[config.mk]
export PLATFORM = sky130hd
export DESIGN_NAME = minilab_top
export DESIGN_NICKNAME = d
export VERILOG_FILES = /design/src/mem_pkg.sv /design/src/mvm_pkg.sv /design/src/byte_fifo.sv /design/src/matrix_loader.sv /design/src/mac_array.sv /design/src/hex_display.sv /design/src/minilab_top.sv
export VERILOG_INCLUDE_DIRS = /design/src /design/src/src
export SDC_FILE = /design/constraint.sdc
export NUM_CORES = 2
export LEC_CHECK = 0
export BUFFER_PORTS_ARGS = -buffer_cell sky130_fd_sc_hd__buf_2
export CORE_UTILIZATION = 53
export CTS_CLUSTER_SIZE = 25
export DETAILED_ROUTE_END_ITERATION = 6
export PLACE_DENSITY_LB_ADDON = 0.08
export SLEW_MARGIN = 20
export SYNTH_ARGS = -nofsm -noshare
export SYNTH_HDL_FRONTEND = slang
export SYNTH_SLANG_ARGS = --single-unit
[constraint.sdc]
create_clock -name CLOCK_50 -period 9.2 [get_ports CLOCK_50]
set_input_delay 0.46 -clock CLOCK_50 [delete_from_list [all_inputs] [get_ports CLOCK_50]]
set_output_delay 0.46 -clock CLOCK_50 [all_outputs]
set_load 0.02 [all_outputs]
[src/mvm_defs.svh]
`ifndef MVM_DEFS_SVH
`define MVM_DEFS_SVH

// matrix geometry
`define MVM_DIM        8
`define MVM_BYTE_W     8

// external memory port
`define MVM_WORD_W     64
`define MVM_ADDR_W     32

// 8 products of 255*255 fit in 24 bits
`define MVM_ACC_W      24
`define MVM_FIFO_DEPTH 8

// active low segments, all dark
`define MVM_SEG_OFF    7'b1111111

`endif

[src/mem_pkg.sv]
`include "mvm_defs.svh"

package mem_pkg;

  // ====================
  // memory request
  // ====================

  // read strobe and word address, held while waitrequest is high
  typedef struct packed {
    logic                   read;
    logic [`MVM_ADDR_W-1:0] address;
  } mem_req_t;

  // ====================
  // memory response
  // ====================

  // one readdatavalid pulse per accepted read
  typedef struct packed {
    logic [`MVM_WORD_W-1:0] readdata;
    logic                   readdatavalid;
    logic                   waitrequest;
  } mem_rsp_t;

endpackage

[src/mvm_pkg.sv]
`include "mvm_defs.svh"

package mvm_pkg;

  // fifo target index, 0 is B and 1..DIM are A rows
  localparam int TGT_W = $clog2(`MVM_DIM + 1);

  // loader FSM states
  typedef enum logic [2:0] {
    S_IDLE,
    S_REQ,
    S_WAIT,
    S_PUSH,
    S_CLEAR,
    S_RUN,
    S_DONE
  } load_state_t;

  typedef logic [`MVM_BYTE_W-1:0] byte_t;
  typedef logic [`MVM_ACC_W-1:0]  acc_t;

  // one byte written into one fifo
  typedef struct packed {
    logic             valid;
    logic [TGT_W-1:0] target;
    byte_t            data;
  } push_t;

  typedef struct packed {
    logic pop;
    logic clr;
  } lane_ctrl_t;

  typedef logic [6:0] seg_t;

endpackage

[src/byte_fifo.sv]
`timescale 1ns/1ps
`include "mvm_defs.svh"

module byte_fifo #(
  parameter int DEPTH = `MVM_FIFO_DEPTH
) (
  input  logic           CLOCK_50,
  input  logic           KEY,
  input  logic           wr,
  input  logic           rd,
  input  mvm_pkg::byte_t din,
  output mvm_pkg::byte_t dout,
  output logic           full,
  output logic           empty
);

  localparam int PTR_W = $clog2(DEPTH);

  mvm_pkg::byte_t mem [DEPTH];

  // extra msb tells a full buffer from an empty one
  logic [PTR_W:0] wr_ptr;
  logic [PTR_W:0] rd_ptr;
  logic           do_wr;
  logic           do_rd;

  assign empty = (wr_ptr == rd_ptr);
  assign full  = (wr_ptr[PTR_W] != rd_ptr[PTR_W]) &&
                 (wr_ptr[PTR_W-1:0] == rd_ptr[PTR_W-1:0]);

  assign do_wr = wr && !full;
  assign do_rd = rd && !empty;

  always_ff @(posedge CLOCK_50 or negedge KEY) begin
    if (!KEY) begin
      wr_ptr <= '0;
      rd_ptr <= '0;
    end else begin
      if (do_wr) wr_ptr <= wr_ptr + 1'b1;
      if (do_rd) rd_ptr <= rd_ptr + 1'b1;
    end
  end

  // storage and read data
  always_ff @(posedge CLOCK_50) begin
    if (do_wr) mem[wr_ptr[PTR_W-1:0]] <= din;
    if (do_rd) dout <= mem[rd_ptr[PTR_W-1:0]];
  end

endmodule

[src/matrix_loader.sv]
`timescale 1ns/1ps
`include "mvm_defs.svh"

module matrix_loader (
  input  logic                CLOCK_50,
  input  logic                KEY,
  output mem_pkg::mem_req_t   mem_req,
  input  mem_pkg::mem_rsp_t   mem_rsp,
  output mvm_pkg::push_t      push,
  output mvm_pkg::lane_ctrl_t lane_ctrl,
  output logic                done
);

  localparam int CNT_W = $clog2(`MVM_DIM);

  // word 0 is B, words 1..DIM are the A rows
  localparam logic [mvm_pkg::TGT_W-1:0] LAST_WORD = mvm_pkg::TGT_W'(`MVM_DIM);
  localparam logic [CNT_W-1:0]          LAST_BYTE = CNT_W'(`MVM_DIM - 1);

  mvm_pkg::load_state_t          state;
  logic [mvm_pkg::TGT_W-1:0]     word_cnt;
  logic [CNT_W-1:0]              byte_cnt;
  logic [`MVM_WORD_W-1:0]        word_q;

  // ====================
  // control FSM
  // ====================

  always_ff @(posedge CLOCK_50 or negedge KEY) begin
    if (!KEY) begin
      state    <= mvm_pkg::S_IDLE;
      word_cnt <= '0;
      byte_cnt <= '0;
      done     <= 1'b0;
    end else begin
      // registered so done follows the final accumulate
      done <= (state == mvm_pkg::S_DONE);
      case (state)
        mvm_pkg::S_IDLE: begin
          state <= mvm_pkg::S_REQ;
        end
        mvm_pkg::S_REQ: begin
          // hold read until the memory takes it
          if (!mem_rsp.waitrequest) state <= mvm_pkg::S_WAIT;
        end
        mvm_pkg::S_WAIT: begin
          if (mem_rsp.readdatavalid) begin
            byte_cnt <= '0;
            state    <= mvm_pkg::S_PUSH;
          end
        end
        mvm_pkg::S_PUSH: begin
          byte_cnt <= byte_cnt + 1'b1;
          if (byte_cnt == LAST_BYTE) begin
            if (word_cnt == LAST_WORD) begin
              state <= mvm_pkg::S_CLEAR;
            end else begin
              word_cnt <= word_cnt + 1'b1;
              state    <= mvm_pkg::S_REQ;
            end
          end
        end
        mvm_pkg::S_CLEAR: begin
          byte_cnt <= '0;
          state    <= mvm_pkg::S_RUN;
        end
        mvm_pkg::S_RUN: begin
          // byte_cnt now counts pops
          byte_cnt <= byte_cnt + 1'b1;
          if (byte_cnt == LAST_BYTE) state <= mvm_pkg::S_DONE;
        end
        mvm_pkg::S_DONE: begin
          state <= mvm_pkg::S_DONE;
        end
        default: begin
          state <= mvm_pkg::S_IDLE;
        end
      endcase
    end
  end

  // word latch
  always_ff @(posedge CLOCK_50) begin
    if (state == mvm_pkg::S_WAIT && mem_rsp.readdatavalid) begin
      word_q <= mem_rsp.readdata;
    end
  end

  // ====================
  // outputs
  // ====================

  assign mem_req.read    = (state == mvm_pkg::S_REQ);
  assign mem_req.address = `MVM_ADDR_W'(word_cnt);

  // msb first unpacking
  assign push.valid  = (state == mvm_pkg::S_PUSH);
  assign push.target = word_cnt;
  assign push.data   = word_q[`MVM_WORD_W-1 - byte_cnt*`MVM_BYTE_W -: `MVM_BYTE_W];

  assign lane_ctrl.clr = (state == mvm_pkg::S_CLEAR);
  assign lane_ctrl.pop = (state == mvm_pkg::S_RUN);

endmodule

[src/mac_array.sv]
`timescale 1ns/1ps
`include "mvm_defs.svh"

module mac_array (
  input  logic                CLOCK_50,
  input  logic                KEY,
  input  mvm_pkg::push_t      push,
  input  mvm_pkg::lane_ctrl_t lane_ctrl,
  output mvm_pkg::acc_t       results [`MVM_DIM]
);

  // fifo 0 holds B, fifo i+1 holds row i of A
  localparam int NFIFO = `MVM_DIM + 1;

  logic [NFIFO-1:0]    wr;
  logic [NFIFO-1:0]    empty;
  mvm_pkg::byte_t      fifo_out [NFIFO];
  logic [`MVM_DIM-1:0] lane_en;

  // target decode
  always_comb begin
    for (int j = 0; j < NFIFO; j++) begin
      wr[j] = push.valid && (push.target == mvm_pkg::TGT_W'(j));
    end
  end

  for (genvar j = 0; j < NFIFO; j++) begin : g_fifo
    byte_fifo u_fifo (
      .CLOCK_50 (CLOCK_50),
      .KEY      (KEY),
      .wr       (wr[j]),
      .rd       (lane_ctrl.pop),
      .din      (push.data),
      .dout     (fifo_out[j]),
      .full     (),
      .empty    (empty[j])
    );
  end

  // fifo data shows up one cycle after the pop
  always_ff @(posedge CLOCK_50 or negedge KEY) begin
    if (!KEY) begin
      lane_en <= '0;
    end else begin
      for (int i = 0; i < `MVM_DIM; i++) begin
        lane_en[i] <= lane_ctrl.pop && !empty[0] && !empty[i+1];
      end
    end
  end

  // ====================
  // mac lanes
  // ====================

  for (genvar i = 0; i < `MVM_DIM; i++) begin : g_lane
    logic [2*`MVM_BYTE_W-1:0] prod;
    mvm_pkg::acc_t            acc_q;

    assign prod = fifo_out[i+1] * fifo_out[0];

    always_ff @(posedge CLOCK_50 or negedge KEY) begin
      if (!KEY) begin
        acc_q <= '0;
      end else if (lane_ctrl.clr) begin
        acc_q <= '0;
      end else if (lane_en[i]) begin
        acc_q <= acc_q + prod;
      end
    end

    assign results[i] = acc_q;
  end

endmodule

[src/hex_display.sv]
`timescale 1ns/1ps
`include "mvm_defs.svh"

module hex_display (
  input  mvm_pkg::acc_t results [`MVM_DIM],
  input  logic          done,
  input  logic [9:0]    SW,
  output mvm_pkg::seg_t HEX0,
  output mvm_pkg::seg_t HEX1,
  output mvm_pkg::seg_t HEX2,
  output mvm_pkg::seg_t HEX3,
  output mvm_pkg::seg_t HEX4,
  output mvm_pkg::seg_t HEX5
);

  localparam int NDIG = `MVM_ACC_W / 4;

  // hex digit to active low segments
  function automatic mvm_pkg::seg_t seg_of(input logic [3:0] nib);
    case (nib)
      4'h0:    seg_of = 7'b1000000;
      4'h1:    seg_of = 7'b1111001;
      4'h2:    seg_of = 7'b0100100;
      4'h3:    seg_of = 7'b0110000;
      4'h4:    seg_of = 7'b0011001;
      4'h5:    seg_of = 7'b0010010;
      4'h6:    seg_of = 7'b0000010;
      4'h7:    seg_of = 7'b1111000;
      4'h8:    seg_of = 7'b0000000;
      4'h9:    seg_of = 7'b0011000;
      4'ha:    seg_of = 7'b0001000;
      4'hb:    seg_of = 7'b0000011;
      4'hc:    seg_of = 7'b1000110;
      4'hd:    seg_of = 7'b0100001;
      4'he:    seg_of = 7'b0000110;
      default: seg_of = 7'b0001110;
    endcase
  endfunction

  mvm_pkg::acc_t sel_res;
  logic          show;
  mvm_pkg::seg_t digit [NDIG];

  // SW[3:1] picks the row, SW[0] enables the display
  assign sel_res = results[SW[3:1]];
  assign show    = done && SW[0];

  always_comb begin
    for (int d = 0; d < NDIG; d++) begin
      digit[d] = show ? seg_of(sel_res[4*d +: 4]) : `MVM_SEG_OFF;
    end
  end

  // HEX0 carries the low nibble
  assign HEX0 = digit[0];
  assign HEX1 = digit[1];
  assign HEX2 = digit[2];
  assign HEX3 = digit[3];
  assign HEX4 = digit[4];
  assign HEX5 = digit[5];

endmodule

[src/minilab_top.sv]
`timescale 1ns/1ps
`include "mvm_defs.svh"

module minilab_top (
  input  logic                   CLOCK_50,
  input  logic                   KEY,
  input  logic [9:0]             SW,
  output logic                   LEDR,
  output mvm_pkg::seg_t          HEX0,
  output mvm_pkg::seg_t          HEX1,
  output mvm_pkg::seg_t          HEX2,
  output mvm_pkg::seg_t          HEX3,
  output mvm_pkg::seg_t          HEX4,
  output mvm_pkg::seg_t          HEX5,
  output logic                   mem_read,
  output logic [`MVM_ADDR_W-1:0] mem_address,
  input  logic [`MVM_WORD_W-1:0] mem_readdata,
  input  logic                   mem_readdatavalid,
  input  logic                   mem_waitrequest
);

  mem_pkg::mem_req_t   mem_req;
  mem_pkg::mem_rsp_t   mem_rsp;
  mvm_pkg::push_t      push;
  mvm_pkg::lane_ctrl_t lane_ctrl;
  mvm_pkg::acc_t       results [`MVM_DIM];
  logic                done;

  // memory port pins
  assign mem_read    = mem_req.read;
  assign mem_address = mem_req.address;
  assign mem_rsp     = '{readdata:      mem_readdata,
                         readdatavalid: mem_readdatavalid,
                         waitrequest:   mem_waitrequest};

  // done lamp
  assign LEDR = done;

  matrix_loader u_loader (
    .CLOCK_50  (CLOCK_50),
    .KEY       (KEY),
    .mem_req   (mem_req),
    .mem_rsp   (mem_rsp),
    .push      (push),
    .lane_ctrl (lane_ctrl),
    .done      (done)
  );

  mac_array u_array (
    .CLOCK_50  (CLOCK_50),
    .KEY       (KEY),
    .push      (push),
    .lane_ctrl (lane_ctrl),
    .results   (results)
  );

  hex_display u_display (
    .results (results),
    .done    (done),
    .SW      (SW),
    .HEX0    (HEX0),
    .HEX1    (HEX1),
    .HEX2    (HEX2),
    .HEX3    (HEX3),
    .HEX4    (HEX4),
    .HEX5    (HEX5)
  );

endmodule

# Word level (Yosys, flattened, before mapping)
# Memory sizes are Yosys's and may differ from the RTL's. A register that Yosys moved wholly into a read port is not among the register bits.
# Index checks and enable logic that the tools add are counted.
dict set report totals {
  input_bits 78
  reg_bits 347
  mem_count 15
  wordCells 264
  out_inout_bits 76
  ramBits 576
  romBits 672
}
# name words word_bits rd rd_ports_with_merged_regs write_ports line_no
set memory_table {}
lappend memory_table {{(no name shown)} 16 7 1 0 0 hex_display.sv:20} ;# case (nib)
lappend memory_table {{(no name shown)} 16 7 1 0 0 hex_display.sv:20}
lappend memory_table {{(no name shown)} 16 7 1 0 0 hex_display.sv:20}
lappend memory_table {{(no name shown)} 16 7 1 0 0 hex_display.sv:20}
lappend memory_table {{(no name shown)} 16 7 1 0 0 hex_display.sv:20}
lappend memory_table {{(no name shown)} 16 7 1 0 0 hex_display.sv:20}
lappend memory_table {{9 more memories} -- -- -- -- -- --}
dict set report classes {
  mul 8
  shifts 1
  n_lt_le_gt_ge 1
  eq_ne 46
  bitwise 2
  n_addsub 29
  muxes 51
  n_reduce_logical 79
}
# operator n
set ops {}
lappend ops {{$mux W24} 18}
lappend ops {{$add A24 B16 Y24} 8}
lappend ops {{$mul A8 B8 Y16} 8}
lappend ops {{$add A4 B1 Y4 const B} 19}
lappend ops {{$bmux W24 S3} 1}
lappend ops {{$shiftx A71 B33 Y8} 1}
lappend ops {{$logic_and A1 B1 Y1} 46}
lappend ops {{$mux W7} 6}
lappend ops {{$eq A4 B4 Y1} 9}
lappend ops {{$eq A3 B3 Y1} 9}
lappend ops {{$pmux W3 S7} 1}
lappend ops {{$logic_not A1 Y1} 18}
lappend ops {{$mux W1} 18}
lappend ops {{$mux W3} 6}
lappend ops {{$eq A4 B3 Y1 const B} 4}
lappend ops {{$reduce_bool A2 Y1} 8}
lappend ops {{$eq A3 B3 Y1 const B} 4}
lappend ops {{$ne A1 B1 Y1} 9}
lappend ops {{$pmux W3 S3} 1}
lappend ops {{$eq A4 B2 Y1 const B} 2}
lappend ops {{$ne A2 B2 Y1 const B} 4}
lappend ops {{$sub A6 B6 Y7 const A} 1}
lappend ops {{$eq A3 B2 Y1 const B} 2}
lappend ops {{$eq A4 B1 Y1 const B} 1}
lappend ops {{other kinds (13)} 13}

# Logic depth before layout (Yosys ltp)
dict set report logic_depth {
  word_depth 6
  mapped_depth 20
  mapped_depth_nobuf 18
}

# Hierarchy
# From an unflattened synthesis, not the netlist that was laid out.
dict set report hier_totals {
  hier_cells 5364
  hier_area_um2 66501.3
}
# mod instances seq_area_each_um2 area_each_um2 cells_each
set modules_own_cells {}
lappend modules_own_cells {mac_array 1 5004.8 29848.6 3414}
lappend modules_own_cells {{byte_fifo (u_array.g_fifo[4].u_fifo ...)} 5 2362.3 3355.7 158}
lappend modules_own_cells {{byte_fifo (u_array.g_fifo[0].u_fifo ...)} 3 2362.3 3382.0 160}
lappend modules_own_cells {matrix_loader 1 2197.1 3383.2 209}
lappend modules_own_cells {{byte_fifo (u_array.g_fifo[1].u_fifo)} 1 2362.3 3266.9 160}
lappend modules_own_cells {hex_display 1 0.0 3078.0 311}

# Least setup slack after synthesis
# OpenSTA, ideal clock, no wires.
dict set report synth_timing {
  kind {reg-to-reg}
  start {register u_array.g_fifo[0].u_fifo.dout[2], read port of u_array.g_fifo[0].u_fifo.mem}
  end {register u_array.g_lane[7].acc_q[15]}
  n_path_buf 2
  synth_period_minus_slack_ps 4846
  path_stages_with_launch 17
  setup_ps 87
  arrival_time_ps 4759
  setup_slack_ps 4354
  required_ps 9113
  cell_sequence {edfxtp_1 > clkbuf_1 > clkbuf_1 > nand2_1 > fa_1 > fa_1 > inv_1 > fa_1 > inv_1 > fa_1 > inv_1 > ha_1 > a2111oi_2 > a211oi_1 > o311ai_0 > mux2_2 > o211ai_1}
}
dict set report synth_between {
  elab_chain_cells 4
}
# element line_no
set synth_lines {}
lappend synth_lines {{start: declaration} byte_fifo.sv:12} ;# output mvm_pkg::byte_t dout,
lappend synth_lines {{$mul A8 B8 Y16} mac_array.sv:59} ;# assign prod = fifo_out[i+1] * fifo_out[0];
lappend synth_lines {{$add A24 B16 Y24} mac_array.sv:67} ;# acc_q <= acc_q + prod;
lappend synth_lines {{$mux W24} mac_array.sv:66} ;# end else if (lane_en[i]) begin
lappend synth_lines {{$mux W24} mac_array.sv:64} ;# end else if (lane_ctrl.clr) begin
lappend synth_lines {{end signal: assignment} mac_array.sv:67}
lappend synth_lines {{end: declaration} mac_array.sv:57} ;# mvm_pkg::acc_t acc_q;
# No other way between the ends. The select of a mux whose other input is x is not followed.
# A chain may end at the register's enable or synchronous reset.

# Final worst setup path
dict set report layout_timing {
  start {register u_array.g_fifo[0].u_fifo.dout[1], read port of u_array.g_fifo[0].u_fifo.mem}
  end {register u_array.g_lane[1].acc_q[16]}
}
dict set report layout_between {
  elab_chain_cells 4
}
# element line_no
set layout_lines {}
lappend layout_lines {{$mul A8 B8 Y16} mac_array.sv:59}
lappend layout_lines {{$add A24 B16 Y24} mac_array.sv:67}
lappend layout_lines {{$mux W24} mac_array.sv:66}
lappend layout_lines {{$mux W24} mac_array.sv:64}
lappend layout_lines {{end signal: assignment} mac_array.sv:67}
lappend layout_lines {{end: declaration} mac_array.sv:57}
# No other way between the ends. The select of a mux whose other input is x is not followed.

==> summary.txt <==
Global route
  • Initial antenna violation count: 0
  • GR Overflow Total: 0
  • Pin count of the biggest net entering global routing: 148
  • Vias in the first global route: between 30,000 and 40,000
  • First-pass GRT wire length: approximately 230,000 um
  • Tot GR Track Use: about a quarter

Setup path
  • Critical-path cell list: buf_4, buf_4, nand2_1, fa_1, inv_1, fa_1, fa_1, inv_1, fa_1, inv_1, ha_1, a21oi_1, o21ai_1, o2111ai_1, a31oi_2, a31oi_1, mux2_2, o22ai_1
  • Critical path data arrival time: 6.56 ns
  • Reg2reg end: u_array.g_lane[1].acc_q[16]
  • Crit path capture type: flop
  • Crit-path most repeated cell: fa_1
  • Critical-path top delay cell: fa_1
  • WP buf/inv: 5
  • Worst r2r src: u_array.g_fifo[0].u_fifo.dout[1]
  • Worst Path Required: between 9 and 10 ns
  • Crit Path Class: flop to flop
  • Worst path depth: 18
  • Reg2reg setup slack: 3.25 ns
  • CP peak stage delay: roughly 0.57 ns
  • Max FO, Critical Path: 40
  • Worst reg-to-reg path cell count: 18
  • CP top delay family: adder cells
  • Startpoint types: flop

Finish
  • Most common cell after layout, fill and taps aside: inv_1
  • Fin nets: around 6,300
  • Area of the multi-input gates: between 30,000 and 40,000 um^2
  • Commonest non-fill, non-tap cells in the layout: 814 x inv_1, 712 x edfxtp_1, 407 x nand2_1, 400 x fa_1, 387 x ha_1
  • P&R area growth vs syn: 10.2%
  • Share of cells above drive strength 1: around an eighth
  • Reg area: between 20,000 and 30,000 um^2
  • Fillcell total: between 9,000 and 10,000

Route
  • WL per Instance: 20.3 um
  • Drt first-iter violations: 2,838
  • DRC viols: 0
  • Pre-antenna DRT Iters: 5
  • Vias/cell: about 5.5
  • Final ANT Viol Nets: 0
  • Final WL: between 100,000 and 150,000 um
  • Total vias in the final route: roughly 40,000

Timing
  • Final Hold Viols: 0
  • Peak Freq: approximately 170 MHz
  • RSZ-0062 raised after global routing: false
  • Worst slew pin tran: 1.22 ns
  • Fin Clk Skew: 0.0646 ns
  • Setup TNS Final: 0 ns
  • Hold slack: approximately 0.25 ns
  • Period minus WS final: slightly below 6 ns
  • Slew Limit Fails: 0
  • Setup violations, final: 0
  • Fin crit share: between 60% and 70%
  • Slew headroom: a little under a fifth

Placed design
  • Port bufs: approximately 120
  • Gp weighted congestion: 0.839
  • Final HPWL DP: ~100,000 um

CTS
  • CTS tree: done
  • CTS sink cnt: 995
  • Setup bufs post-CTS: 0
  • Clk_lat worst skew: between 0.7 and 0.8 ns
  • CTS root buffer: clkbuf_16
  • CTS-repair resized insts: 0
  • CTS Buf Count: approximately 110
  • Htree depth: 3
  • Reg clk slew, reported paths: about 0.06 ns
  • Clock buffer depth: 3
  • Cts hold-fix bufs: 65

Synthesis
  • YS warnings: 0
  • Mapped Cells: 5,294
  • Post-synth EDFFs: ~710
  • Sequential cell area fraction in the yosys report: between 40 and 50%
  • Mapped Area: around 64,000 um^2
  • Synth cell types: between 90 and 100
  • Ys async rst share: about 28%
  • Synth Register Bits: between 900 and 1,000
  • Syn avg cell area: about 12 um^2
  • Predominant post-synthesis flop cell: edfxtp_1

Floorplan
  • Die width: ~350 um
  • Initial Util: 53.5%
  • Num rows: around 130
  • Die area: around 120,000 um^2
  • Die Ht: 350 um
  • Ports: approximately 150
  • Core area: between 100,000 and 150,000 um^2

Power
  • Power Density: approximately 130 nW/um^2
  • VDD IR max: ~0.15 mV
  • LEAKAGE: just over 30 nW

Worst hold path
  • Worst Hold Class: input pin to flop
  • Hold Path Origin: mem_waitrequest
  • WHS Endpoint: u_loader.state[2]
  • Hold path cells: 5

Status
  • Status: finished, final reports clean

Run
  • Max capacitance violation total: 0
[final cells by class]
cell class	count	share of cell area [%]
Clock inverter	63	1.12
Tap cell	1612	2.85
Inverter	816	4.32
Sequential cell	995	40.2
Clock buffer	135	4.04
Timing Repair Buffer	269	2.69
Antenna cell	1	0.00353
Multi-Input combinational cell	3266	44.8
[metrics by stage]
| step | utilization (%) | cells | cell area (um^2) | total power [W] | setup slack, ns |
|---|---|---|---|---|---|
| after floorplan | - | 5321 | 64400 | 0.00492 | 4.35 |
| final | 59.0 | 7157 | 70900 | 0.00935 | 3.25 |
| after global placement | 55.4 | 6893 | 66500 | 0.00496 | 3.45 |
| after CTS | 59.0 | 7156 | 70900 | 0.00945 | 3.32 |
| after global routing | 59.0 | 7156 | 70900 | 0.00962 | 2.73 |
| after detailed placement | 55.4 | 6893 | 66500 | 0.00496 | 3.36 |
[per-layer routing]
metal	part of all wire, %	up-vias	GRT usage [%]	wire length [um]
met1	47	20100	35.8	68500
met3	4.5	143	3.29	6590
met5	0	-	0	0
li1	-	18400	-	-
met4	2.2	0	6.52	3210
met2	46	885	38.2	67000
[cell usage after synthesis, drive strengths merged (125+ instances only)]
master | instances | area (um^2)
nor2 | 251 | 945
inv | 814 | 3060
nand2 | 408 | 1530
and2 | 295 | 1850
edfxtp | 712 | 21400
fa | 400 | 8010
clkbuf | 137 | 515
mux2 | 125 | 1410
mux4 | 208 | 4680
o21ai | 135 | 676
dfrtp | 283 | 7080
ha | 387 | 4840
[tightest hold or removal path: stages]
cell and delay [ns]:
buf_2 0.12, mux2_2 0.14, a2bb2oi_1 0.11, nand2_1 0.08
nand2_1 0.04
[how the worst max path moves through the flow]
stage                                      from                           to  slack [ns]
4_1_cts        u_array.g_fifo[0].u_fifo.dout[1]  u_array.g_lane[1].acc_q[16]        3.32
3_3_place_gp   u_array.g_fifo[0].u_fifo.dout[1]  u_array.g_lane[1].acc_q[22]        3.45
2_1_floorplan  u_array.g_fifo[0].u_fifo.dout[2]  u_array.g_lane[7].acc_q[15]        4.35
5_1_grt        u_array.g_fifo[0].u_fifo.dout[1]  u_array.g_lane[1].acc_q[20]        2.73
6_report       u_array.g_fifo[0].u_fifo.dout[1]  u_array.g_lane[1].acc_q[16]        3.25
3_5_place_dp   u_array.g_fifo[0].u_fifo.dout[1]  u_array.g_lane[1].acc_q[22]        3.36
[state kept, by name (all words and copies together) (netlist names)]
register and flops:
u_array.g_fifo.u_fifo.rd_ptr 36, u_loader.state 3, u_array.g_fifo.u_fifo.dout 72, u_loader.word_q 64, u_loader.done 1, u_array.lane_en 8, u_loader.byte_cnt 3, u_array.g_fifo.u_fifo.wr_ptr 36
u_array.g_fifo.u_fifo.mem 576, u_array.g_lane.acc_q 192, u_loader.word_cnt 4
[report_power, final]
group	internal (W)	switching, W	total, W
Clock	0.00261	0.00185	0.00446
Sequential	0.00476	0	0.00476
Combinational	0.0000495	0.0000806	0.000130
[cells by family (layout without fill, tap and decap cells)]
| family | Yosys count | count (layout) | share of synthesized area, % |
|---|---|---|---|
| buf+inv | 1060 | 1283 | 6.57 |
| other cells | 1 | 29 | 0.00583 |
| mux | 446 | 446 | 11.3 |
| compound gates | 560 | 560 | 5.80 |
| flops | 995 | 995 | 44.3 |
| fa+ha+maj | 787 | 787 | 20.0 |
| simple gates | 1275 | 1275 | 9.80 |
| xor+xnor | 170 | 170 | 2.32 |
Note: power is estimated with default switching activity, not from simulation.
